## src/rtl/dcache_pkg.sv

```systemverilog
package dcache_pkg;

    // line geometry
    localparam int offset_bits = 4;
    localparam int word_bits = 32;
    localparam int line_bits = 128;
    localparam int words_per_line = 4;

    // cpu address width
    localparam int addr_bits = 32;

    typedef enum logic {
        op_load,
        op_store
    } cpu_op_t;

    // miss handling sequence
    typedef enum logic [2:0] {
        ms_idle,
        ms_write_back,
        ms_refill_req,
        ms_refill_wait,
        ms_respond
    } miss_state_t;

endpackage

```

## src/rtl/dcache_request_stage.sv

```systemverilog
`timescale 1ns/1ns

module dcache_request_stage #(
    parameter int index_bits = 8,
    localparam int tag_bits = dcache_pkg::addr_bits - index_bits - dcache_pkg::offset_bits,
    localparam int sel_bits = $clog2(dcache_pkg::words_per_line)
) (
    input  logic                               clk,
    input  logic                               resetn,
    input  logic                               valid,
    input  dcache_pkg::cpu_op_t                op,
    input  logic [tag_bits-1:0]                tag,
    input  logic [index_bits-1:0]              index,
    input  logic [dcache_pkg::offset_bits-1:0] offset,
    input  logic [dcache_pkg::word_bits-1:0]   wdata,
    input  logic                               lookup_miss,
    input  logic                               store_hit_stall,
    input  logic                               miss_busy,
    output logic                               addr_ok,
    output logic [index_bits-1:0]              ram_index,
    output logic                               buf_valid,
    output dcache_pkg::cpu_op_t                buf_op,
    output logic [tag_bits-1:0]                buf_tag,
    output logic [index_bits-1:0]              buf_index,
    output logic [sel_bits-1:0]                buf_word_sel,
    output logic [dcache_pkg::word_bits-1:0]   buf_wdata
);

    import dcache_pkg::*;

    logic accept;

    assign addr_ok = !miss_busy && !lookup_miss && !store_hit_stall;
    assign accept = valid && addr_ok;

    // read the new set on accept, otherwise keep re-reading the buffered one
    assign ram_index = accept ? index : buf_index;

    // a miss holds the slot only until the miss unit takes over;
    // the payload stays put since nothing is accepted while busy
    always_ff @(posedge clk or posedge resetn) begin
        if (resetn) begin
            buf_valid <= 1'b0;
        end else if (accept) begin
            buf_valid <= 1'b1;
        end else if (!(lookup_miss && !miss_busy)) begin
            buf_valid <= 1'b0;
        end
    end

    always_ff @(posedge clk) begin
        if (accept) begin
            buf_op <= op;
            buf_tag <= tag;
            buf_index <= index;
            buf_word_sel <= offset[offset_bits-1 -: sel_bits];
            buf_wdata <= wdata;
        end
    end

endmodule

```

## config.mk

```make
export PLATFORM = sky130hd
export DESIGN_NAME = dcache_request_stage
export DESIGN_NICKNAME = d
export VERILOG_FILES = /design/src/rtl/dcache_pkg.sv /design/src/rtl/dcache_request_stage.sv
export SDC_FILE = /design/constraint.sdc
export NUM_CORES = 1
export LEC_CHECK = 0
export ABC_AREA = 1
export BUFFER_PORTS_ARGS = -buffer_cell sky130_fd_sc_hd__buf_2
export CAP_MARGIN = 20
export CORE_MARGIN = 5
export CORE_UTILIZATION = 38
export CTS_BUF_LIST = sky130_fd_sc_hd__clkbuf_8
export DETAILED_ROUTE_END_ITERATION = 16
export PLACE_DENSITY_LB_ADDON = 0.15
export SYNTH_ARGS = -nofsm -noshare
export SYNTH_HDL_FRONTEND = slang
export SYNTH_SLANG_ARGS = --single-unit
```

## constraint.sdc

```tcl
create_clock -name clk -period 0.8 [get_ports clk]
set_input_delay 0.16 -clock clk [delete_from_list [all_inputs] [get_ports clk]]
set_output_delay 0.16 -clock clk [all_outputs]
set_load 0.005 [all_outputs]
```

Word-level counts from Yosys, hierarchy flattened
Index checks and enable logic that the tools add are counted.

Equality and inequality tests: 1. Mux-type cells: 3. Reductions and logical operators: 7.

Operators by type and width (count): 2-to-1 mux 8 bit (1); logical AND 1 bit (4); zero test 1 bit (3); 2-to-1 mux 1 bit (2); inequality test 2 bit, second input constant (1).

Register bits after elaboration: 64. Logic and storage cells: 17. Bits of input ports: 71. Output and inout bits: 73.

Longest topological paths before layout
Depth in word-level cells: 5. Mapped depth: 4. Depth with buffers taken out: 4.

Worst setup path after synthesis
Ideal clock, no wire load.

Path kind: input port to flip-flop. Start point: input valid. End point: register buf_op, enable pin. Stages on the path: 3. Arrival: 1.573 ns. Path buffers: 1. Required time: 0.391 ns. Slack: -1.182 ns. Library setup time: 0.409 ns. Path through: clkbuf_2 nand3_4 inv_1.

Cells in the longest elaborated chain, start to end: 1.

RTL lines: start: declaration (line dcache_request_stage.sv:10) `input logic valid,`; logical AND 1 bit (line dcache_request_stage.sv:34) `assign accept = valid && addr_ok;`; via accept (line dcache_request_stage.sv:31) `logic accept;`; end signal: assignment (line dcache_request_stage.sv:53) `buf_op <= op;`; end: declaration (line dcache_request_stage.sv:22) `output dcache_pkg::cpu_op_t buf_op,`.

The timed path passes the listed nets, and every way through them passes these cells. A chain may end at the register's enable or synchronous reset.

Final worst setup path
Start point: input lookup_miss. End point: output ram_index[3].

Cells in the longest elaborated chain, start to end: 5.

RTL lines: start: declaration (line dcache_request_stage.sv:16) `input logic lookup_miss,`; zero test 1 bit (line dcache_request_stage.sv:33) `assign addr_ok = !miss_busy && !lookup_miss && !store_hit_stall;`; logical AND 1 bit (2 in series) (line dcache_request_stage.sv:33); logical AND 1 bit (line dcache_request_stage.sv:34); 2-to-1 mux 8 bit; end: declaration (line dcache_request_stage.sv:20) `output logic [index_bits-1:0] ram_index,`.

Every way passes these cells.

==> summary.txt <==
Status
  • Outcome: complete, but fails checks
  • Failing checks: negative setup slack

Clock network
  • Clk buf depth: 2
  • CTS Sinks: 64
  • TritonCTS clock tree: done
  • Clock slew at reported path FFs: 0.06 ns
  • CTS buffer count: 9
  • Clk_lat worst skew: 0.32 ns
  • Root Buffer: clkbuf_8
  • CTS H-tree depth: 3

Floorplanning
  • Initial Util: 0.393
  • CORE AREA: 0.00514 sq mm
  • # rows: 26
  • Vert. Die Dim: 82.9 microns
  • Die width: 82.9 microns
  • I/O Pins: 144
  • Area of the die: 0.00687 sq mm

Setup path
  • Arr. time, crit path: 0.88 ns
  • Crit end category: primary output
  • Worst Setup Start Kind: input pin
  • Critical path type: in2out
  • Worst Path Max Fanout: 5
  • Req. time, crit path: 0.64 ns

Placement
  • Post-place setup slack: -0.332 ns
  • Placer's final routability congestion estimate: 0.736
  • Placed Instances: 316
  • Port Buffers: 141
  • Hpwl dp: 3540 microns
  • Area of placed instances: 0.00290 sq mm

Drt
  • Post-route ant nets: 0
  • Metal2 WL: 3320 microns
  • Drt drc: 0
  • 1st-iter DRT viols: 45
  • Routed WL per cell: 14.8 microns
  • M1 WL: 2070 microns
  • Detailed Route WL: 5950 microns
  • Detail Route met3 WL: 471 microns
  • Via count: 1,692
  • 1st-pass router iterations: 4
  • Vias/cell: 4.21
  • Top Metal Used: met4

GRT
  • Initial antenna violation count: 0
  • Largest net degree at the start of global routing: 24
  • First-pass GRT wire length: 8860 microns
  • GRT Residual Overflow: 0
  • GRT Total Usage: 0.167
  • Number of global-route vias before repair: 1,749

Finish
  • Commonest non-fill, non-tap cells in the layout: buf_2, edfxtp_1, dlygate4sd3_1
  • Ant. Diodes: 0
  • Post-route cell area: 0.00388 sq mm
  • Area Overhead vs Synth: 92.3%
  • Commonest non-fill, non-tap cell in the layout: buf_2
  • Final Util: 0.756
  • Layout cells sized above 1: 0.569
  • Finished Layout Cells: 402
  • Final-stage net count: 398

Logic synthesis
  • Synth cell types: 11
  • Synth Area per Inst: 20.6 sq um
  • Syn Nets: 169
  • Mapped Area: 0.00202 sq mm
  • Ys Warns: 0
  • Mapped Cells: 98
  • #FFs+latches synth: 64
  • Sequential-to-total area share from yosys stat: 0.910

Power
  • VDD IR max: 1.56 mV
  • Overall power: 7010 uW
  • Power per cell area: 1800 mW/mm^2
  • Static leakage: 0.00174 uW

STA
  • Clk_skew: 0 ns
  • Crit share post-route: 1.30
  • Fin crit period: 1.04 ns
  • # setup viols final: 128
  • Slew Viols, Final: 0
  • Unrepaired setup endpoints after global routing: yes
  • Worst slew pin tran: 0.114 ns
  • Fmax: 964 MHz
  • Slew HR: 0.924
  • Setup ws final: -0.237 ns
  • Final hold violation count: 0

Flow run
  • Maxcap violations: 0

Worst hold path
  • Hold crit path type: in2reg
cell families after synthesis:
| group | count (synthesis) | synth area share |
|---|---|---|
| flip-flops | 64 | 0.910 |
| AND/OR/NAND/NOR | 29 | 0.0805 |
| buffers and inverters | 5 | 0.00991 |
metrics by stage:
stage | TNS [ns] | hold slack, ns
after floorplan | -43.20 | -0.111
after global placement | -20.63 | -0.00380
after detailed placement | -20.76 | -0.000696
after CTS | -18.28 | 0.0000793
after global routing | -25.62 | 0.00967
final | -21.15 | 0.0235
routing by layer:
metal	vias up	global-route usage
met3	9	0.0723
li1	833	-
met5	-	0
met2	80	0.305
met4	0	0.0624
met1	770	0.167
state kept, by name, indices dropped and copies added, names as in the netlist:
name and count:
buf_valid 1, buf_wdata 32, buf_op 1, buf_tag 20, buf_index 8, buf_word_sel 2
what timing repair did:
item	in CTS	in global routing
hold endpoints to repair	48	7
hold buffers	48	7
setup buffers	5	3
endpoints found under the setup margin	73	129
pin swaps	10	1
resized for setup	23	8
cloned	2	7
worst max-delay path: stages:
cell and delay, ns:
buf_8 0.11, nor2_8 0.13, nand3_4 0.10, buf_6 0.14
nand2_1 0.06, nand2_1 0.06, buf_2 0.12
final timing paths:
check,from,slack (ns),endpoint,cells after the start
max in group asynchronous,resetn,0.51,buf_valid,3
min in group asynchronous,resetn,0.20,buf_valid,3
hold reg to reg,buf_index[5],0.45,buf_index[5],2
setup reg to reg,buf_index[7],0.05,buf_index[7],4
setup / recovery,lookup_miss,-0.24,ram_index[3],7
hold / removal,offset[3],0.02,buf_word_sel[1],1
cell type report:
class	instances	area (sq um)
clock buffers	9	124
multi-input cells	29	165
flip-flops and latches	64	1850
fillers	365	1260
clock inverters	7	31.3
repair buffers	219	1610
inverters	4	18.8
well taps	70	87.6
cells in the mapped netlist, drive strengths merged:
library cell  count  area (sq um)
nand3             1          17.5
dfxtp             8           160
nor2              1          20.0
clkbuf            1          5.00
dfrtp             1          25.0
inv               4          15.0
nand4             8          50.1
nand3b            1          7.51
nand2            18          67.6
edfxtp           55          1650
report_power, final:
group / internal [uW] / total, uW / switching, uW / leakage, uW
logic: 613 / 967 / 354 / 0.00107
registers: 3820 / 3880 / 60.2 / 0.000582
clock network: 1060 / 2160 / 1100 / 0.0000841
total: 5490 / 7010 / 1520 / 0.00174
Power figures use the tool's default switching activity.
