<file path="src/rtl/dcache_pkg.sv">
package dcache_pkg;

    // line geometry
    localparam int offset_bits = 4;
    localparam int word_bits = 32;
    localparam int line_bits = 128;
    localparam int words_per_line = 4;

    // cpu address width
    localparam int addr_bits = 32;

    typedef enum logic {
        op_load,
        op_store
    } cpu_op_t;

    // miss handling sequence
    typedef enum logic [2:0] {
        ms_idle,
        ms_write_back,
        ms_refill_req,
        ms_refill_wait,
        ms_respond
    } miss_state_t;

endpackage

</file>
<file path="src/rtl/dcache_lookup_stage.sv">
`timescale 1ns/1ns

module dcache_lookup_stage #(
    parameter int index_bits = 8,
    localparam int tag_bits = dcache_pkg::addr_bits - index_bits - dcache_pkg::offset_bits,
    localparam int sel_bits = $clog2(dcache_pkg::words_per_line)
) (
    input  logic                             clk,
    input  logic                             resetn,
    input  logic                             buf_valid,
    input  dcache_pkg::cpu_op_t              buf_op,
    input  logic [tag_bits-1:0]              buf_tag,
    input  logic [sel_bits-1:0]              buf_word_sel,
    input  logic [dcache_pkg::word_bits-1:0] buf_wdata,
    input  logic [tag_bits-1:0]              way0_tag,
    input  logic                             way0_valid,
    input  logic [dcache_pkg::line_bits-1:0] way0_line,
    input  logic [tag_bits-1:0]              way1_tag,
    input  logic                             way1_valid,
    input  logic [dcache_pkg::line_bits-1:0] way1_line,
    input  logic                             fill_done,
    input  logic [dcache_pkg::word_bits-1:0] fill_word,
    output logic                             lookup_miss,
    output logic                             store_hit_stall,
    output logic                             hit_wen0,
    output logic                             hit_wen1,
    output logic [sel_bits-1:0]              hit_word_sel,
    output logic [dcache_pkg::word_bits-1:0] hit_wdata,
    output logic                             data_ok,
    output logic [dcache_pkg::word_bits-1:0] rdata
);

    import dcache_pkg::*;

    logic [1:0] hit_way;
    logic hit;
    logic [line_bits-1:0] hit_line;
    logic [word_bits-1:0] hit_word;

    assign hit_way[0] = buf_valid && way0_valid && (way0_tag == buf_tag);
    assign hit_way[1] = buf_valid && way1_valid && (way1_tag == buf_tag);
    assign hit = |hit_way;

    assign lookup_miss = buf_valid && !hit;
    assign store_hit_stall = hit && (buf_op == op_store);

    // store hit goes straight into the bank this cycle
    assign hit_wen0 = store_hit_stall && hit_way[0];
    assign hit_wen1 = store_hit_stall && hit_way[1];
    assign hit_word_sel = buf_word_sel;
    assign hit_wdata = buf_wdata;

    assign hit_line = hit_way[1] ? way1_line : way0_line;
    assign hit_word = hit_line[buf_word_sel*word_bits +: word_bits];

    // response register, fed by a hit or by a finished refill
    always_ff @(posedge clk or posedge resetn) begin
        if (resetn) begin
            data_ok <= 1'b0;
        end else begin
            data_ok <= hit || fill_done;
        end
    end

    always_ff @(posedge clk) begin
        if (hit || fill_done) begin
            rdata <= fill_done ? fill_word : hit_word;
        end
    end

endmodule

</file>
<file path="config.mk">
export PLATFORM = sky130hd
export DESIGN_NAME = dcache_lookup_stage
export DESIGN_NICKNAME = d
export VERILOG_FILES = /design/src/rtl/dcache_pkg.sv /design/src/rtl/dcache_lookup_stage.sv
export SDC_FILE = /design/constraint.sdc
export NUM_CORES = 1
export LEC_CHECK = 0
export ABC_AREA = 1
export BUFFER_PORTS_ARGS = -buffer_cell sky130_fd_sc_hd__buf_2
export CORE_AREA = 5 5 174 176
export DETAILED_ROUTE_END_ITERATION = 7
export DIE_AREA = 0 0 179 181
export PLACE_DENSITY_LB_ADDON = 0.05
export RECOVER_POWER = 25
export SYNTH_ARGS = -nofsm -noshare
export SYNTH_HDL_FRONTEND = slang
export SYNTH_SLANG_ARGS = --single-unit
</file>
<file path="constraint.sdc">
create_clock -name clk -period 1.7 [get_ports clk]
set_clock_uncertainty 0.05 [all_clocks]
set_input_delay 0.34 -clock clk [delete_from_list [all_inputs] [get_ports clk]]
set_output_delay 0.34 -clock clk [all_outputs]
set_load 0.01 [all_outputs]
</file>
Word level (Yosys, flattened, before mapping):

Cells that the tools add are included.

* input port bits: 389
* output and inout bits: 71
* logic and storage cells: 18
* register bits: 33

* reduce and logical (&&, ||, !) cells: 11
* shift-type cells: 1
* multiplexer cells: 2
* equal/unequal tests: 2

Operators by type and width (count)
* $mux 128: 1
* $shiftx 128x8->32: 1
* $eq 20x20->1: 2
* $mux 32: 1
* $logic_and 1x1->1: 8
* $reduce_or 2->1: 1
* $logic_not 1->1: 1
* $logic_or 1x1->1: 1

Logic depth before layout (Yosys ltp):

Gate-level depths: netlist of run 1.

* word-level depth: 5
* gate-level depth with buffers: 14
* mapped depth without buffers: 12

Worst setup path after synthesis of run 1:

No wires, ideal clock.

* path kind: input -> register
* start point: input port buf_tag[1]
* end point: register rdata[0] (netlist bit) (enable)
* required time: 1.260 ns
* setup slack: -0.502 ns
* setup time: 0.390 ns
* path buffers: 0
* arrival: 1.761 ns
* cell stages on the path: 9
* cells stage by stage: inv_1 > nor2_1 > a211oi_1 > o2111ai_1 > nor2_1 > nand3_1 > nand2_1 > inv_1 > nand2_1

* longest elaborated chain between the ends: 4
* elaborated cells on any way between the ends: 6
* those cells by class: eq/ne (2); reduce/logical (4)

RTL lines
* start, declared: RTL line dcache_lookup_stage.sv:12 `input logic [tag_bits-1:0] buf_tag,`
* $eq 20x20->1 (on tied branches): RTL line dcache_lookup_stage.sv:40, dcache_lookup_stage.sv:41
* $logic_and 1x1->1 (on tied branches): RTL line dcache_lookup_stage.sv:40, dcache_lookup_stage.sv:41
* $reduce_or 2->1 (*): RTL line dcache_lookup_stage.sv:42 `assign hit = |hit_way;`
* $logic_or 1x1->1 (*): RTL line dcache_lookup_stage.sv:66 `if (hit || fill_done) begin`
* end signal, assigned: RTL line dcache_lookup_stage.sv:67 `rdata <= fill_done ? fill_word : hit_word;`
* end, declared: RTL line dcache_lookup_stage.sv:30 `output logic [dcache_pkg::word_bits-1:0] rdata`

Mark *: on every way between the ends. The rest lies on a longest branch, timed or not.
A chain may end at the register's enable or synchronous reset.

Worst setup path in the final report of run 1:

* start point: input port buf_tag[18]
* end point: output port store_hit_stall

* longest elaborated chain between the ends: 4
* elaborated cells on any way between the ends: 6
* those cells by class: eq/ne (2); reduce/logical (4)

RTL lines
* $eq 20x20->1 (on tied branches): RTL line dcache_lookup_stage.sv:40, dcache_lookup_stage.sv:41
* $logic_and 1x1->1 (on tied branches): RTL line dcache_lookup_stage.sv:40, dcache_lookup_stage.sv:41
* $reduce_or 2->1 (*): RTL line dcache_lookup_stage.sv:42
* $logic_and 1x1->1 (*): RTL line dcache_lookup_stage.sv:45 `assign store_hit_stall = hit && (buf_op == op_store);`
* end, declared: RTL line dcache_lookup_stage.sv:24 `output logic store_hit_stall,`

Marks and branches as above.

==> summary.md, run 1 <==
| Metric | Value |
|---|---|
| Status | finished, violations left |
| Violated checks | negative setup slack |
| Post-synth EDFFs | 32 |
| Hold depth | 3 |
| Synthesized area | 6140 um2 |
| I/O Pins | 460 |
| Worst Setup Path Type | in2out |
| PD cells | 344 nW/um2 |
| Grt ovf | 0 |
| Port bufs | 395 |
| Unrepaired setup endpoints after global routing | true |
| Row count | 62 |
| Die W | 179 um |
| Hold Path Origin | fill_word[8] |
| Die footprint | roughly 32000 um2 |
| Period utilisation layout | 1.20 |
| Final Max Slew Viols | 0 |
| Layout cells sized above 1 | 0.532 |
| Layout fillers | 3144 |
| WHS Endpoint | rdata[8] |
| Yosys cell types | 25 |
| CTS tree | built |
| Synth async-reset ratio | 0.0303 |
| Synth area leaders | nand3_1, inv_1, nand2_1 |
| Max IR drop VDD | 342 uV |
| H-tree levels | 2 |
| Syn Area/Cell | between 5 and 6 um2 |
| Vias in the first global route | 9696 |
| F_max | 492 MHz |
| Sequential share of the synthesized area | 0.161 |
| Leading cell types by count after synthesis | inv_1, nand2_1, nand3_1 |
| Worst slew margin | 0.671 |
| Yosys top cell area share | 0.190 |
| Fin area | 12000 um2 |
| Via density per instance | 4.72 |
| Drt pass-1 iters | 5 |
| Primary FF master, synth | edfxtp_1 |
| Num CTS Buffers | 5 |
| CP arrival | around 1.6 ns |
| Syn Nets | ~1.5k |
| CTS Root Cell | clkbuf_16 |
| Drt drc | 0 |
| Die Ht | 181 um |
| Synth warn | 0 |
| Initial antenna violation count | 9 |
| Area growth syn-to-layout | 94.8% |
| Post-route ant nets | 0 |
| Min-Delay Path Class | in2reg |
| Crit start category | input pin |
| Placeable Area | 28500 um2 |
| Vias | approximately 9.3k |
| Number of synthesized register bits | 33 |
| Final net count | 1973 |
| CP Max Fanout | 3 |
| Final Util | 0.420 |
| Clk buf depth | 2 |
| Final Hold Fails | 0 |
| Post-DR wirelength/cell | 20.5 um |
| Fin crit period | 2.03 ns |
| Largest net degree at the start of global routing | 33 |
| Area after DPL | 8850 um2 |
| Crit path setup slack, layout | -0.332 ns |
| DP Cell Count | ~1.9k |
| Total power | 4.11 mW |
| Cell with the most instances after synthesis | inv_1 |
| Leakage Power | roughly 6.7 nW |
| Slew at the pin with the worst max-slew slack | 0.494 ns |
| DRT iter0 DRCs | 426 |
| Setup violators final | 69 |
| Mapped Cells | between 1k and 1.5k |
| Worst Setup End Kind | output pin |
| Total Routing Usage GR | 0.236 |
| Most area-hungry cell type in the Yosys netlist | nand3_1 |
| CP required | 1.31 ns |
| Detail Placement HPWL | between 20000 and 30000 um |
| Max Cap Viol | 0 |
| Non-filler cells, final | 1974 |
| Initial Utilization | 0.216 |
| Placer Congestion | slightly above 0.8 |
| Clock-pin slew on the worst setup and hold paths | 0.07 ns |
| Post-Route WL | between 40000 and 50000 um |
| First-pass GRT wire length | 58200 um |
| CTS sink count | 33 |
[area by class of cell]
class                      instances  area [um2]  area share
antenna                            5        12.5     0.00105
tap                              384         480      0.0402
clock inverter                     2        33.8     0.00283
inverter                         306        1160      0.0969
clock buffer                       6         129      0.0108
sequential                        33         986      0.0825
timing repair buffer             551        4540       0.380
multi-input combinational        687        4620       0.386
[routing by layer]
layer  up-vias  routed length [um]  global-route usage
li1       4502                   -                   -
met2       396               19900               0.415
met5         -                  55                   0
met4         8                1200              0.0691
met1      4332               16200               0.286
met3        71                3150              0.0527
[power by group]
group | total [mW] | switching, mW | internal (mW)
combinational | 1.98 | 1.04 | 0.940
sequential | 1.01 | 0.0231 | 0.990
clock | 1.11 | 0.425 | 0.690
[cells in the final DEF (no fill, tap or decap), drive strengths merged]
master       netlist  routed
a211oi             2       2
a21oi              1       1
buf              103     547
bufbuf             0       2
bufinv             0       1
clkbuf            14       7
clkinv             0       1
dfrtp              1       1
diode              0       5
dlygate4sd3        0       1
edfxtp            32      32
inv              306     306
nand2            261     261
nand3            233     233
nand4            132     132
nor2              31      31
nor3               2       2
nor4               4       4
o2111ai            1       1
o211ai             1       1
o21ai              6       6
o22ai              5       5
xnor2              7       7
xor2               1       1
[metrics by stage]
step	hold slack (ns)	setup TNS, ns	worst slack, ns
3_5_place_dp	0.126	-34.10	-0.612
5_1_grt	0.269	-21.34	-0.402
6_report	0.259	-14.41	-0.332
2_1_floorplan	0.0187	-1.13	-0.0208
3_3_place_gp	0.124	-32.73	-0.586
4_1_cts	0.252	-17.41	-0.362
[cell families (layout without fill, tap and decap cells)]
logic type	after synthesis	after routing	synth area share
XOR/XNOR	8	8	0.0114
AO/OA/AOI/OAI	16	16	0.0159
buffers and inverters	423	865	0.303
flip-flops	33	33	0.161
other	0	5	0
AND/OR/NAND/NOR	663	663	0.509
[repair_timing]
item,in CTS,in global routing
cloned,37,1
hold buffers,1,0
setup buffers,36,4
gates resized for setup,312,127
pin swaps,153,100
endpoints found under the hold margin,1,0
endpoints found under the setup margin,68,69
[worst max-delay path by stage]
stage / startpoint / to / slack [ns] / cells after the start
global placement: buf_tag[14] / rdata[1] / -0.59 / 15
detailed placement: buf_tag[14] / rdata[1] / -0.61 / 15
finish: buf_tag[18] / store_hit_stall / -0.33 / 10
floorplan: buf_tag[13] / rdata[22] / -0.02 / 13
CTS: buf_tag[16] / store_hit_stall / -0.36 / 13
global route: buf_tag[2] / store_hit_stall / -0.40 / 9
[registers in the layout, indices dropped and copies added (netlist names)]
signal and count:
rdata 32, data_ok 1
[critical path, cell delays in order]
cell and delay [ns]:
buf_2 0.12, buf_4 0.13, a21oi_1 0.14, o211ai_1 0.12, nor4_1 0.28, nand3_2 0.15, nand2_2 0.09, inv_2 0.04
nor2_2 0.07, buf_2 0.15
(Power assumes the default switching activity.)
==> run 2: changes to the inputs <==
Settings changed: CAP_MARGIN set to 20.
Clock period 1.7 ns to 2.26 ns, I/O delays scaled along.
==> summary.md, run 2 (same netlist as run 1, synthesis figures left out) <==
| Metric | Value |
|---|---|
| Status | finished, violations left |
| Violated checks | negative setup slack |
| Hold Path Origin | fill_word[12] |
| Drt pass-1 iters | 5 (unchanged) |
| CP Max Fanout | 3 (unchanged) |
| H-tree levels | 2 (unchanged) |
| CP arrival | 1.76 ns (+0.12 ns) |
| Final Max Slew Viols | 0 (unchanged) |
| Post-DR wirelength/cell | 17.7 um (-14%) |
| Final net count | 1915 (-2.9%) |
| CP required | 1.76 ns (+0.45 ns) |
| Area after DPL | 8900 um2 (+0.57%) |
| Post-Route WL | 33900 um (-16%) |
| WHS Endpoint | rdata[12] |
| CTS Root Cell | clkbuf_16 |
| Max IR drop VDD | 324 uV (-5.3%) |
| Hold depth | 3 (unchanged) |
| Drt drc | 0 (unchanged) |
| Unrepaired setup endpoints after global routing | true |
| Crit path setup slack, layout | -0.00569 ns (+0.326 ns) |
| Commonest cells after routing, fill and taps aside | buf_2, inv_1, nand2_1 |
| Setup violators final | 1 (-99%) |
| Min-Delay Path Class | in2reg |
| CTS sink count | 33 (unchanged) |
| Slew at the pin with the worst max-slew slack | 0.485 ns (-0.00868 ns) |
| First-pass GRT wire length | 48800 um (-16%) |
| Worst slew margin | 0.677 (+0.00579) |
| Initial Utilization | 0.216 (unchanged) |
| I/O Pins | 460 (unchanged) |
| Placer Congestion | 0.840 (+1.2%) |
| Die Ht | 181 um (unchanged) |
| Top flop regs | rdata: 32 flops, data_ok: 1 flops |
| Period utilisation layout | 1.00 |
| Clock-pin slew on the worst setup and hold paths | 0.07 ns (about the same) |
| Worst setup startpoint | buf_tag[11] |
| Fin crit period | 2.27 ns |
| Max Cap Viol | 0 (unchanged) |
| PD cells | 303 nW/um2 (-12%) |
| Max FFs per register | 32 (unchanged) |
| Worst Setup End Kind | output pin |
| Crit start category | input pin |
| Num CTS Buffers | 5 (unchanged) |
| Fin area | 9230 um2 (-23%) |
| Initial antenna violation count | 6 (-3) |
| Grt ovf | 0 (unchanged) |
| Vias in the first global route | 8637 (-11%) |
| Leakage Power | 5.67 nW (-15%) |
| Most common cell after layout, fill and taps aside | buf_2 |
| Final hold slack | 0.378 ns (+0.119 ns) |
| Largest Register | rdata |
| CTS tree | built |
| Final Hold Fails | 0 (unchanged) |
| Layout cells sized above 1 | 0.351 (-0.181) |
| Post-route ant nets | 0 (unchanged) |
| Area growth syn-to-layout | 50.4% |
| F_max | approximately 440 MHz |
| Worst Setup Path Type | in2out |
| Placeable Area | 28500 um2 (unchanged) |
| Die W | 179 um (unchanged) |
| Via density per instance | 4.49 (-4.9%) |
| Largest net degree at the start of global routing | 50 (+52%) |
| Total Routing Usage GR | 0.195 (-0.0415) |
| Clk buf depth | 2 (unchanged) |
| Vias | 8587 (-7.8%) |
| Port bufs | 395 (unchanged) |
| Detail Placement HPWL | 27200 um (-2.5%) |
| Die footprint | 32400 um2 (unchanged) |
| DRT iter0 DRCs | 359 (-16%) |
| Row count | 62 (unchanged) |
run 2: worst max-delay path by stage:
stage                                  to  slack, ns  cells past startpoint
after floorplan                  rdata[0]       0.25                      9
after global placement           rdata[1]      -0.13                     14
after detailed placement         rdata[1]      -0.14                     14
after CTS                 store_hit_stall     0.0003                     11
after global routing      store_hit_stall      -0.08                      9
final                     store_hit_stall     -0.006                      9
run 2: layout make-up:
cell class	instances	area, um2
fill	3394	19200
timing repair buffer	493	3010
multi-input combinational	687	3430
tap	384	480
clock buffer	6	129
antenna	3	7.51
sequential	33	986
clock inverter	2	33.8
inverter	306	1150
run 2: where the power goes:
part           switching (mW)  internal [mW]
Sequential             0.0179          0.745
Combinational           0.642          0.544
Clock                   0.330          0.520
run 2: what timing repair did:
item,4_1_cts,5_1_grt
pin swaps,0,13
setup buffers,0,1
hold buffers,1,0
endpoints found under the setup margin,1,4
gates cloned,0,0
endpoints found under the hold margin,1,0
resized for setup,1,33
run 2: metal layers:
metal,vias up,global-route usage,routed length (um)
li1,4354,-,-
met1,3862,0.240,13800
met2,311,0.343,16900
met3,54,0.0372,2380
met4,6,0.0534,784
met5,-,0,34
run 2: stage by stage:
| step | cells | setup slack [ns] | TNS [ns] | util | power, mW |
|---|---|---|---|---|---|
| 2_1_floorplan | 1143 | 0.250 | 0 | - | 1.34 |
| 3_3_place_gp | 1901 | -0.135 | -6.12 | 0.313 | 1.96 |
| 3_5_place_dp | 1901 | -0.143 | -2.52 | 0.313 | 1.95 |
| 4_1_cts | 1910 | 0.000267 | 0 | 0.319 | 2.83 |
| 5_1_grt | 1914 | -0.0840 | -0.249 | 0.324 | 2.99 |
| 6_report | 1914 | -0.00569 | -0.00569 | 0.324 | 2.80 |
run 2: critical path, stage by stage:
cell and delay (ns):
clkbuf_4 0.14, xnor2_1 0.20, nand3_2 0.13, nor4_2 0.31, nand3_2 0.15, nand2_2 0.12
inv_2 0.05, nor2_2 0.08, buf_2 0.13
