<file path="config.mk">
export PLATFORM = sky130hd
export DESIGN_NAME = dcache_miss_unit
export DESIGN_NICKNAME = d
export VERILOG_FILES = /design/src/rtl/dcache_pkg.sv /design/src/rtl/dcache_miss_unit.sv
export SDC_FILE = /design/constraint.sdc
export NUM_CORES = 1
export LEC_CHECK = 0
export BUFFER_PORTS_ARGS = -buffer_cell sky130_fd_sc_hd__buf_2
export CELL_PAD_IN_SITES_DETAIL_PLACEMENT = 0
export CELL_PAD_IN_SITES_GLOBAL_PLACEMENT = 2
export CORE_AREA = 2 2 346 348
export CTS_CLUSTER_DIAMETER = 120
export DETAILED_ROUTE_END_ITERATION = 16
export DIE_AREA = 0 0 348 350
export GPL_TIMING_DRIVEN = 0
export HOLD_SLACK_MARGIN = 0.15
export PLACE_DENSITY_LB_ADDON = 0.1
export SLEW_MARGIN = 20
export SYNTH_ARGS = -nofsm -noshare
export SYNTH_HDL_FRONTEND = slang
export SYNTH_SLANG_ARGS = --single-unit
</file>
<file path="constraint.sdc">
create_clock -name clk -period 17.4 [get_ports clk]
set_clock_uncertainty 0.15 [all_clocks]
set_input_delay 1.74 -clock clk [delete_from_list [all_inputs] [get_ports clk]]
set_output_delay 1.74 -clock clk [all_outputs]
set_load 0.01 [all_outputs]
</file>
<file path="src/rtl/dcache_pkg.sv">
package dcache_pkg;

    // line geometry
    localparam int offset_bits = 4;
    localparam int word_bits = 32;
    localparam int line_bits = 128;
    localparam int words_per_line = 4;

    // cpu address width
    localparam int addr_bits = 32;

    typedef enum logic {
        op_load,
        op_store
    } cpu_op_t;

    // miss handling sequence
    typedef enum logic [2:0] {
        ms_idle,
        ms_write_back,
        ms_refill_req,
        ms_refill_wait,
        ms_respond
    } miss_state_t;

endpackage

</file>
<file path="src/rtl/dcache_miss_unit.sv">
`timescale 1ns/1ns

module dcache_miss_unit #(
    parameter int index_bits = 8,
    localparam int tag_bits = dcache_pkg::addr_bits - index_bits - dcache_pkg::offset_bits,
    localparam int sel_bits = $clog2(dcache_pkg::words_per_line)
) (
    input  logic                             clk,
    input  logic                             resetn,
    input  logic                             lookup_miss,
    input  dcache_pkg::cpu_op_t              buf_op,
    input  logic [tag_bits-1:0]              buf_tag,
    input  logic [index_bits-1:0]            buf_index,
    input  logic [sel_bits-1:0]              buf_word_sel,
    input  logic [dcache_pkg::word_bits-1:0] buf_wdata,
    input  logic [tag_bits-1:0]              way0_tag,
    input  logic                             way0_valid,
    input  logic                             way0_dirty,
    input  logic [dcache_pkg::line_bits-1:0] way0_line,
    input  logic [tag_bits-1:0]              way1_tag,
    input  logic                             way1_valid,
    input  logic                             way1_dirty,
    input  logic [dcache_pkg::line_bits-1:0] way1_line,
    input  logic                             rd_rdy,
    input  logic                             ret_valid,
    input  logic [dcache_pkg::line_bits-1:0] ret_data,
    input  logic                             wr_rdy,
    output logic                             miss_busy,
    output logic                             rd_req,
    output logic [dcache_pkg::addr_bits-1:0] rd_addr,
    output logic                             wr_req,
    output logic [dcache_pkg::addr_bits-1:0] wr_addr,
    output logic [dcache_pkg::line_bits-1:0] wr_data,
    output logic                             fill_wen0,
    output logic                             fill_wen1,
    output logic [dcache_pkg::line_bits-1:0] fill_line,
    output logic [tag_bits-1:0]              fill_tag,
    output logic                             fill_dirty,
    output logic                             fill_done,
    output logic [dcache_pkg::word_bits-1:0] fill_word
);

    import dcache_pkg::*;

    miss_state_t state_q;
    miss_state_t state_d;
    logic [2**index_bits-1:0] rr_q;
    logic victim;
    logic victim_dirty;
    logic victim_q;
    logic [tag_bits-1:0] victim_tag;

    // an empty way wins over the round-robin pick
    assign victim = !way0_valid ? 1'b0 : (!way1_valid ? 1'b1 : rr_q[buf_index]);
    assign victim_dirty = victim ? way1_dirty : way0_dirty;

    always_comb begin
        state_d = state_q;
        case (state_q)
            ms_idle: begin
                if (lookup_miss) begin
                    state_d = victim_dirty ? ms_write_back : ms_refill_req;
                end
            end
            ms_write_back: begin
                if (wr_rdy) begin
                    state_d = ms_refill_req;
                end
            end
            ms_refill_req: begin
                if (rd_rdy) begin
                    state_d = ms_refill_wait;
                end
            end
            ms_refill_wait: begin
                if (ret_valid) begin
                    state_d = ms_respond;
                end
            end
            default: state_d = ms_idle;
        endcase
    end

    always_ff @(posedge clk or posedge resetn) begin
        if (resetn) begin
            state_q <= ms_idle;
            victim_q <= 1'b0;
            rr_q <= '0;
        end else begin
            state_q <= state_d;
            if (state_q == ms_idle && lookup_miss) begin
                victim_q <= victim;
            end
            if (fill_done) begin
                rr_q[buf_index] <= ~rr_q[buf_index];
            end
        end
    end

    assign miss_busy = state_q != ms_idle;

    // victim line stays on the ram output since the set is not rewritten yet
    assign victim_tag = victim_q ? way1_tag : way0_tag;
    assign wr_req = state_q == ms_write_back;
    assign wr_addr = {victim_tag, buf_index, {offset_bits{1'b0}}};
    assign wr_data = victim_q ? way1_line : way0_line;

    assign rd_req = state_q == ms_refill_req;
    assign rd_addr = {buf_tag, buf_index, {offset_bits{1'b0}}};

    // store miss merges its word into the returned line
    always_comb begin
        fill_line = ret_data;
        if (buf_op == op_store) begin
            fill_line[buf_word_sel*word_bits +: word_bits] = buf_wdata;
        end
    end

    assign fill_done = (state_q == ms_refill_wait) && ret_valid;
    assign fill_wen0 = fill_done && !victim_q;
    assign fill_wen1 = fill_done && victim_q;
    assign fill_tag = buf_tag;
    assign fill_dirty = buf_op == op_store;
    assign fill_word = fill_line[buf_word_sel*word_bits +: word_bits];

endmodule

</file>
# After elaboration in Yosys (flattened, before gate mapping)
# Cells that the tools add are included.
[word_totals]
regBits = 260
in_bits = 497
output_inout_bits = 379
elab_cells = 44
[op_classes]
n_addsub = 1
n_lt_le_gt_ge = 2
n_eq_ne = 7
shifts = 3
n_mux = 18
n_bitwise = 1
n_reduce_logical = 9
[op_table]
columns = ["operator", "n"]
rows = [
  ["256-bit bitwise mux", 1],
  ["128-bit 2-to-1 mux", 2],
  ["128-bit bitwise mux", 1],
  ["32-bit by 34-bit variable shift with 128-bit output, first input constant", 1],
  ["128-bit by 8-bit indexed part select with 32-bit output", 1],
  ["32-bit by 34-bit indexed part select with 128-bit output", 1],
  ["7-bit negation with 34-bit output", 1],
  ["20-bit 2-to-1 mux", 1],
  ["3-bit 2-to-1 mux", 4],
  ["3-bit case mux with 4 select lines", 1],
  ["8-bit by 9-bit < comparator with 1-bit output, second input constant", 1],
  ["1-bit binary-select mux with 8-bit select", 1],
  ["1-bit demux with 8-bit select", 1],
  ["8-bit by 1-bit greater-or-equal comparator with 1-bit output, second input constant", 1],
  ["2-bit inequality test, second input constant", 4],
  ["3-bit by 2-bit equality test with 1-bit output, second input constant", 2],
  ["1-bit logical AND", 5],
  ["1-bit 2-to-1 mux", 5],
  ["4-bit AND reduction", 1],
  ["3-bit by 1-bit equality test with 1-bit output, second input constant", 1],
  ["3-bit logical NOT", 1],
  ["3-bit nonzero test", 1],
  ["2-bit 2-to-1 mux", 1],
  ["1-bit logical NOT", 1],
  ["1-bit inverter", 1],
]

# Depth between registers and ports, before layout
# Gate-level depths: netlist of run 1.
[logic_depth]
ltp_word = 8
depth_mapped = 14
mapped_depth_nobuf = 8

# Worst setup path after synthesis of run 1
# OpenSTA, ideal clock, no wires.
[synth_timing]
path_type = "in2out"
startpoint = "input buf_word_sel[1]"
endpoint = "output fill_word[25] (netlist name)"
t_arrival_ns = 4.438
required_time_ns = 15.510
path_slack_ns = 11.072
stages = 8
n_path_buf = 3
cell_sequence = "clkinv_1 > buf_1 > clkbuf_1 > ha_1 > nor4b_1 > clkbuf_1 > a22o_1 > mux4_2"
[synth_between]
elab_chain_len = 5
word_cells_on_any_way = 6
cone_classes = "1 x add/sub; 3 x shift; 2 x mux"
[synth_lines]
columns = ["element", "line", "source"]
rows = [
  ["start: declaration", "dcache_miss_unit.sv:14", "input logic [sel_bits-1:0] buf_word_sel,"],
  ["7-bit negation with 34-bit output (*)", "dcache_miss_unit.sv:115", "fill_line[buf_word_sel*word_bits +: word_bits] = buf_wdata;"],
  ["32-bit by 34-bit indexed part select with 128-bit output or 32-bit by 34-bit variable shift with 128-bit output (tied branches)", "dcache_miss_unit.sv:115", ""],
  ["128-bit bitwise mux (*)", "dcache_miss_unit.sv:115", ""],
  ["128-bit 2-to-1 mux (*)", "dcache_miss_unit.sv:114", "if (buf_op == op_store) begin"],
  ["net fill_line, one bit", "dcache_miss_unit.sv:36", "output logic [dcache_pkg::line_bits-1:0] fill_line,"],
  ["128-bit by 8-bit indexed part select with 32-bit output (*)", "dcache_miss_unit.sv:124", "assign fill_word = fill_line[buf_word_sel*word_bits +: word_bits];"],
  ["end: declaration", "dcache_miss_unit.sv:40", "output logic [dcache_pkg::word_bits-1:0] fill_word"],
]
# Mark *: on every way through the listed nets, which the timed path passes. The rest lies on a longest branch.

# Worst setup path after layout of run 1
[layout_timing]
startpoint = "input buf_word_sel[1]"
endpoint = "output fill_word[25] (netlist name)"
[layout_between]
elab_chain_len = 5
word_cells_on_any_way = 6
cone_classes = "1 x add/sub; 3 x shift; 2 x mux"
[layout_lines]
columns = ["element", "line"]
rows = [
  ["7-bit negation with 34-bit output", "dcache_miss_unit.sv:115"],
  ["32-bit by 34-bit indexed part select with 128-bit output or 32-bit by 34-bit variable shift with 128-bit output (tied branches)", "dcache_miss_unit.sv:115"],
  ["128-bit bitwise mux", "dcache_miss_unit.sv:115"],
  ["128-bit 2-to-1 mux", "dcache_miss_unit.sv:114"],
  ["128-bit by 8-bit indexed part select with 32-bit output (*)", "dcache_miss_unit.sv:124"],
]
# Every way passes the cells marked *; elsewhere a longest branch is shown, timed or not.

==> results of run 1 <==
cells by family (layout without fill, tap and decap cells):
group / count (synthesis) / in the layout
buffers and inverters: 275 / 1188
other: 1 / 22
AO/OA/AOI/OAI: 687 / 687
adder cells (fa/ha/maj): 5 / 5
flip-flops: 260 / 260
multiplexers: 253 / 253
AND/OR/NAND/NOR: 105 / 105
worst max-delay path: cells and delay by family:
kind | cells | cell delay [ns]
multiplexers | 1 | 0.27
AND/OR/NAND/NOR | 2 | 0.92
adder cells (fa/ha/maj) | 1 | 0.28
buffers and inverters | 6 | 2.65
AO/OA/AOI/OAI | 1 | 0.36
metal layers:
metal  up-vias  GRT usage [%]  wire [um]
li1       7994              -          -
met1      9851           28.8      60300
met2      1003           42.8      77400
met3       193           5.43      10500
met4        16           7.36       5180
met5         -              0        103
worst max-delay path by stage:
stage | start | end | slack, ns | depth (start not counted)
6_report | buf_word_sel[1] | fill_word[25] | 9.27 | 11
5_1_grt | buf_word_sel[1] | fill_word[27] | 9.06 | 11
4_1_cts | buf_word_sel[1] | fill_word[26] | 9.29 | 11
3_5_place_dp | buf_word_sel[1] | fill_word[26] | 9.29 | 11
3_3_place_gp | resetn | rr_q[185] | 4.30 | 2
2_1_floorplan | resetn | rr_q[0] | 8.35 | 1
flip-flops by register name, summed over array words and instances, names as in the netlist:
register  count
rr_q        256
state_q       3
victim_q      1
synthesized netlist by cell type (2+ instances only):
cell type    n
buf_6        2
a21oi_1    261
a211oi_1     4
or4_1        2
buf_4       68
nor3b_1      3
mux2i_1      4
nand3b_1     4
buf_1        5
nor3_1      13
a31oi_1    258
nand3_1     11
mux4_2      96
dfrtp_1    260
nor4b_1      3
a22oi_1     17
o21ai_0      5
o22ai_1      2
ha_1         5
nor2b_1      5
buf_2       38
nor4_1       3
mux2_2     153
nor2_1      32
nand2_1     14
inv_1        7
clkbuf_1   153
o221ai_1     2
nand2b_1     8
a22o_1     129
and2_1       3
per-stage QoR:
stage          util, %  instances  hold slack (ns)
4_1_cts           20.6       4042            0.395
3_5_place_dp      19.6       3977            0.381
6_report          20.6       4056            0.394
3_3_place_gp      19.4       3973            0.372
5_1_grt           20.6       4046            0.403
2_1_floorplan        -       1593            0.359
final cells by class:
cell class | instances | area share, %
Antenna cell | 14 | 0.144
Buffer | 266 | 5.59
Clock buffer | 58 | 4.60
Clock inverter | 7 | 0.263
Inverter | 9 | 0.170
Multi-Input combinational cell | 1058 | 36.7
Sequential cell | 260 | 26.8
Tap cell | 1536 | 7.92
Timing Repair Buffer | 848 | 17.8
report_power, final:
group	leakage [nW]	switching, mW	internal (mW)
Clock	0.583	0.307	0.454
Combinational	6.91	0.548	0.353
Sequential	3.61	0.0216	0.642
==> flow_summary.json, run 1 <==
{
  "result_of_the_run": "completed",
  "cap_viol_max_count": 0,
  "post-layout-total-power_mw": 2.33,
  "grt_first_pass_wirelength_um": 195000,
  "synth.top_cell.area_share_pct": 38.9,
  "post_synth_mux_area_share_pct": 23.5,
  "fill_cells": 13077,
  "report.final.slew_viol_count": 0,
  "post_dp_cell_area_mm2": 0.0231,
  "final.period_utilization_pct": 46.7,
  "gr-usage-all-layers_pct": 24.1,
  "final_area_mm2": 0.0243,
  "worst_slew_pin_tran_ns": 1.23,
  "setup_repair_after_global_routing_missed_its_margin": "no",
  "synth-async-reset-ratio_pct": 100,
  "drive_gt1_share_pct": 51.8,
  "clk_pin_slew_ns": 0.06,
  "synth_xor_xnor_area_share_pct": 0,
  "yosys_most_used_dff": "dfrtp_1",
  "synth.yosys.seq_area_share_pct": 38.9,
  "postCtsResizedCells": 0,
  "cts_tree": "built",
  "global_route_congestion_overflow_total": 0,
  "critPathMaxFanout": 12,
  "endpoint_class_of_the_critical_path": "output port",
  "layout_common_cells": "buf_2 (884), a21oi_1 (261), dfrtp_1 (260), a31oi_1 (258), mux2_2 (153)",
  "syn_area_per_cell_um2": 10.5,
  "hp-class": "flop to flop",
  "die_height_um": 350,
  "post-route-worst-setup-slack_ns": 9.27,
  "synth-adder-area-share_pct": 0.374,
  "detailroute.via_count": 19057,
  "grt_antenna_before_repair": 60,
  "max_freq_mhz": 123,
  "numCtsBuffers": 38,
  "number_of_global_route_vias_before_repair": 19322,
  "fp-row-count": 126,
  "startpoint_of_the_worst_register_to_register_path": "state_q[0]",
  "ys_seq_elements": 260,
  "yosys.area_share.simple_pct": 3.20,
  "critical_path_class": "input port to output port",
  "syn_area_mm2": 0.0167,
  "die-width_um": 348,
  "ir_drop_mv": 0.0524,
  "preCtsSetupSlack_ns": 9.29,
  "synth-compound-area-share_pct": 25.9,
  "synth_warnings": 0,
  "worst_ep_required_time_ns": 15.51,
  "hold_viol": 0,
  "cts_post_setup_buffers_inserted": 0,
  "drtPass1Iterations": 8,
  "area_used_by_sequential_logic_in_the_layout_mm2": 0.00651,
  "r2r_slack_ns": 13.38,
  "timing.reg2reg.worst_path_depth": 8,
  "worstHoldEndpoint": "rr_q[228]",
  "initial_cell_density_of_the_core_pct": 14.2,
  "drt-total-wl_um": 153000,
  "clockBufferDepth": 3,
  "synth_top_family_by_area": "compound AO/OA/AOI/OAI gates",
  "hold_path_startpoint": "rr_q[228]",
  "grt_max_degree": 79,
  "final_antenna_net_count": 0,
  "drt_iter0_markers": 1660,
  "post-synth-top-area-cell": "dfrtp_1",
  "final_setup_violation_count": 0,
  "timing.hold.worst_path_depth": 2,
  "leakagePower_nw": 11.1,
  "critical_path.cell_chain": "buf_2 > clkinv_1 > buf_1 > clkbuf_1 > ha_1 > nand2_1 > nor4b_2 > clkbuf_1 > a22o_1 > mux4_2 > buf_2",
  "layout_min_cycle_time_ns": 8.13,
  "footprint_of_the_multi_input_gates_mm2": 0.00891,
  "design.final.nets": 2983,
  "cts_hold_buf": 0,
  "boundaryPins": 876,
  "h-tree-depth": 2,
  "netlist_top_cells_area": "dfrtp_1 (39%), mux4_2 (13%), mux2_2 (10%)",
  "detail_route.drc_violations": 0,
  "final.setup.tns_ns": 0,
  "launching_element_type_of_the_critical_path": "input port",
  "port_buffers": 844,
  "slowest_cell_on_the_critical_path": "clkbuf_1",
  "timing.max_slew.rel_slack_pct": 18.3,
  "fp.coreArea_mm2": 0.118,
  "critical_path_arrival_ns": 6.24,
  "place_congestion": 0.961,
  "detailedPlacementHpwl_um": 125000,
  "tritoncts_num_sinks": 260,
  "area_growth_syn_to_layout_pct": 45.2,
  "pwr_density_cell_mw_per_mm2": 95.8,
  "mostFrequentLayoutCell": "buf_2",
  "synth_cells": 1586,
  "r2r_path_end": "rr_q[76]",
  "cts.root.buffer_cell": "clkbuf_16",
  "via_per_inst": 4.70,
  "drt-wirelength-per-cell_um": 37.8,
  "post_synth_num_cell_types": 47,
  "die-area_mm2": 0.122,
  "synth_edf_count": 0,
  "max_stage_delay_ns": 0.77,
  "clk_latency_ns": 0.57
}
Power figures use the tool's default switching activity.
==> run 2: changes to the inputs <==
--- a/config.mk
+++ b/config.mk
@@ -8,10 +8,10 @@
 export BUFFER_PORTS_ARGS = -buffer_cell sky130_fd_sc_hd__buf_2
 export CELL_PAD_IN_SITES_DETAIL_PLACEMENT = 0
 export CELL_PAD_IN_SITES_GLOBAL_PLACEMENT = 2
-export CORE_AREA = 2 2 346 348
+export CORE_AREA = 2 2 338 340
 export CTS_CLUSTER_DIAMETER = 120
 export DETAILED_ROUTE_END_ITERATION = 16
-export DIE_AREA = 0 0 348 350
+export DIE_AREA = 0 0 340 342
 export GPL_TIMING_DRIVEN = 0
 export HOLD_SLACK_MARGIN = 0.15
 export PLACE_DENSITY_LB_ADDON = 0.1
==> constraint.sdc (replaced) <==
create_clock -name clk -period 7.66 [get_ports clk]
set_clock_uncertainty 0.15 [all_clocks]
set_input_delay 0.766 -clock clk [delete_from_list [all_inputs] [get_ports clk]]
set_output_delay 0.766 -clock clk [all_outputs]
set_load 0.01 [all_outputs]
==> run 2 against run 1 <==
Via count is 0.29% higher. First-iteration DRC count is 13% lower. Largest power group unchanged. Setup slack worse by 7.9 ns. Largest cell class unchanged. Hold slack worse by 0.0027 ns. Die area is 4.5% lower. Non-clock buffer count is 7 higher.
==> flow_summary.json, run 2 (synthesized netlist as in run 1, its figures left out) <==
{
  "hp-class": "flop to flop",
  "boundaryPins": 876,
  "critical_path_arrival_ns": 5.39,
  "final.setup.tns_ns": 0,
  "report.final.slew_viol_count": 0,
  "cts_tree": "built",
  "worst_ep_required_time_ns": 6.74,
  "preCtsSetupSlack_ns": 1.38,
  "global_route_congestion_overflow_total": 0,
  "detail_route.drc_violations": 0,
  "setup_repair_after_global_routing_missed_its_margin": "no",
  "worst_slew_pin_tran_ns": 1.27,
  "detailroute.via_count": 19113,
  "post-layout-total-power_mw": 5.27,
  "layout_common_cells": "buf_2 (884), a21oi_1 (261), dfrtp_1 (260), a31oi_1 (258), mux2_2 (153)",
  "final_area_mm2": 0.0244,
  "switching_share_pct": 37.2,
  "pwr_density_cell_mw_per_mm2": 216,
  "power.sequential.fraction_pct": 28.6,
  "post-route-worst-setup-slack_ns": 1.35,
  "final.period_utilization_pct": 82.3,
  "startpoint_of_the_worst_register_to_register_path": "state_q[0]",
  "place_inst": 3958,
  "port_buffers": 844,
  "drt_iter0_markers": 1451,
  "launching_element_type_of_the_critical_path": "input port",
  "final_antenna_net_count": 0,
  "area_growth_syn_to_layout_pct": 45.7,
  "cts_post_setup_buffers_inserted": 0,
  "via_per_inst": 4.73,
  "final_setup_violation_count": 0,
  "grt_max_degree": 31,
  "grt_antenna_before_repair": 45,
  "fp-row-count": 124,
  "largest-register": "rr_q",
  "worstSetupEndpoint": "fill_word[8]",
  "critPathMaxFanout": 12,
  "postCtsResizedCells": 0,
  "finalCoreUtilization_pct": 21.5,
  "post_dp_cell_area_mm2": 0.0231,
  "detailedPlacementHpwl_um": 113000,
  "cts.root.buffer_cell": "clkbuf_16",
  "r2r_path_end": "rr_q[72]",
  "critical_path_class": "input port to output port",
  "cts_hold_buf": 1,
  "grt_first_pass_wirelength_um": 182000,
  "largest_register_ff_count": 256,
  "result_of_the_run": "completed",
  "die_height_um": 342,
  "critPathLaunch": "buf_word_sel[1]",
  "tritoncts_num_sinks": 260,
  "number_of_global_route_vias_before_repair": 18826,
  "die-width_um": 340,
  "drt-wirelength-per-cell_um": 34.5,
  "fp.coreArea_mm2": 0.113,
  "power.clock.fraction_pct": 32.9,
  "layout_min_cycle_time_ns": 6.31,
  "die-area_mm2": 0.116,
  "reg.largest.list": "rr_q: 256 flops, state_q: 3 flops, victim_q: 1 flops",
  "clk_pin_slew_ns": 0.05,
  "drt-total-wl_um": 139000,
  "gr-usage-all-layers_pct": 22.8,
  "fin_worst_hold_slack_ns": 0.391,
  "cellInternalPower_mw": 3.31,
  "mostFrequentLayoutCell": "buf_2",
  "design.final.nets": 2989,
  "cap_viol_max_count": 0,
  "timing.max_slew.rel_slack_pct": 15.4,
  "place_congestion": 0.987,
  "leakagePower_nw": 11.1,
  "numCtsBuffers": 37,
  "drive_gt1_share_pct": 51.6,
  "ir_drop_mv": 0.115,
  "max_freq_mhz": 159,
  "timing.reg2reg.worst_path_depth": 8,
  "clk_latency_ns": 0.56,
  "h-tree-depth": 2,
  "endpoint_class_of_the_critical_path": "output port",
  "final-instance-count-excl-fill": 4043,
  "switching_pwr_mw": 1.96,
  "clockBufferDepth": 3,
  "r2r_slack_ns": 3.65,
  "comb_power_share_pct": 38.5,
  "initial_cell_density_of_the_core_pct": 14.8,
  "hold_viol": 0,
  "drtPass1Iterations": 5
}
[run 2: cell types whose count changed in the layout (fill, tap and decap cells not counted), moves of 2 or more]
cell,before,now
buf_16,3,0
buf_12,0,9
clkbuf_1,133,140
clkbuf_2,32,20
diode_2,14,23
clkinvlp_4,0,2
[run 2: area by class of cell]
class	instances	area, um^2
Clock buffer	52	1080
Timing Repair Buffer	855	4430
Fill cell	12589	88700
Inverter	9	37.5
Tap cell	1512	1890
Clock inverter	8	96.3
Buffer	266	1340
Antenna cell	23	57.6
Multi-Input combinational cell	1058	8910
Sequential cell	260	6510
[run 2: critical path: stages]
cell,delay (ns)
buf_2,0.13
clkinv_1,0.22
buf_1,0.66
clkbuf_1,0.88
ha_1,0.29
nand2_1,0.21
nor4b_2,0.74
clkbuf_1,0.70
a22o_1,0.33
mux4_2,0.27
buf_2,0.17
[run 2: how the worst min path moves through the flow]
stage,endpoint,cells past startpoint,slack [ns],start
after detailed placement,rr_q[127],2,0.38,rr_q[127]
after CTS,state_q[0],2,0.37,way0_dirty
after global routing,state_q[0],2,0.40,way0_dirty
after floorplan,rr_q[22],2,0.36,rr_q[22]
final,rr_q[127],2,0.39,rr_q[127]
after global placement,rr_q[180],2,0.37,rr_q[180]
[run 2: metal layers]
layer / vias up / part of all wire (%) / global-route usage [%] / wire [um]
li1: 8020 / - / - / -
met1: 9929 / 40 / 28.2 / 55700
met2: 1008 / 50 / 39.7 / 69700
met3: 146 / 7.0 / 5.22 / 9760
met4: 10 / 3.0 / 6.45 / 4180
met5: - / 0.055 / 0 / 76
[run 2: power groups by stage]
stage	registers, mW	logic [mW]	clock network [mW]
after global placement	1.53	2.05	0
after detailed placement	1.53	2.06	0
final	1.51	2.03	1.73
after floorplan	1.51	1.03	0
after CTS	1.50	2.07	1.77
after global routing	1.52	2.15	1.83
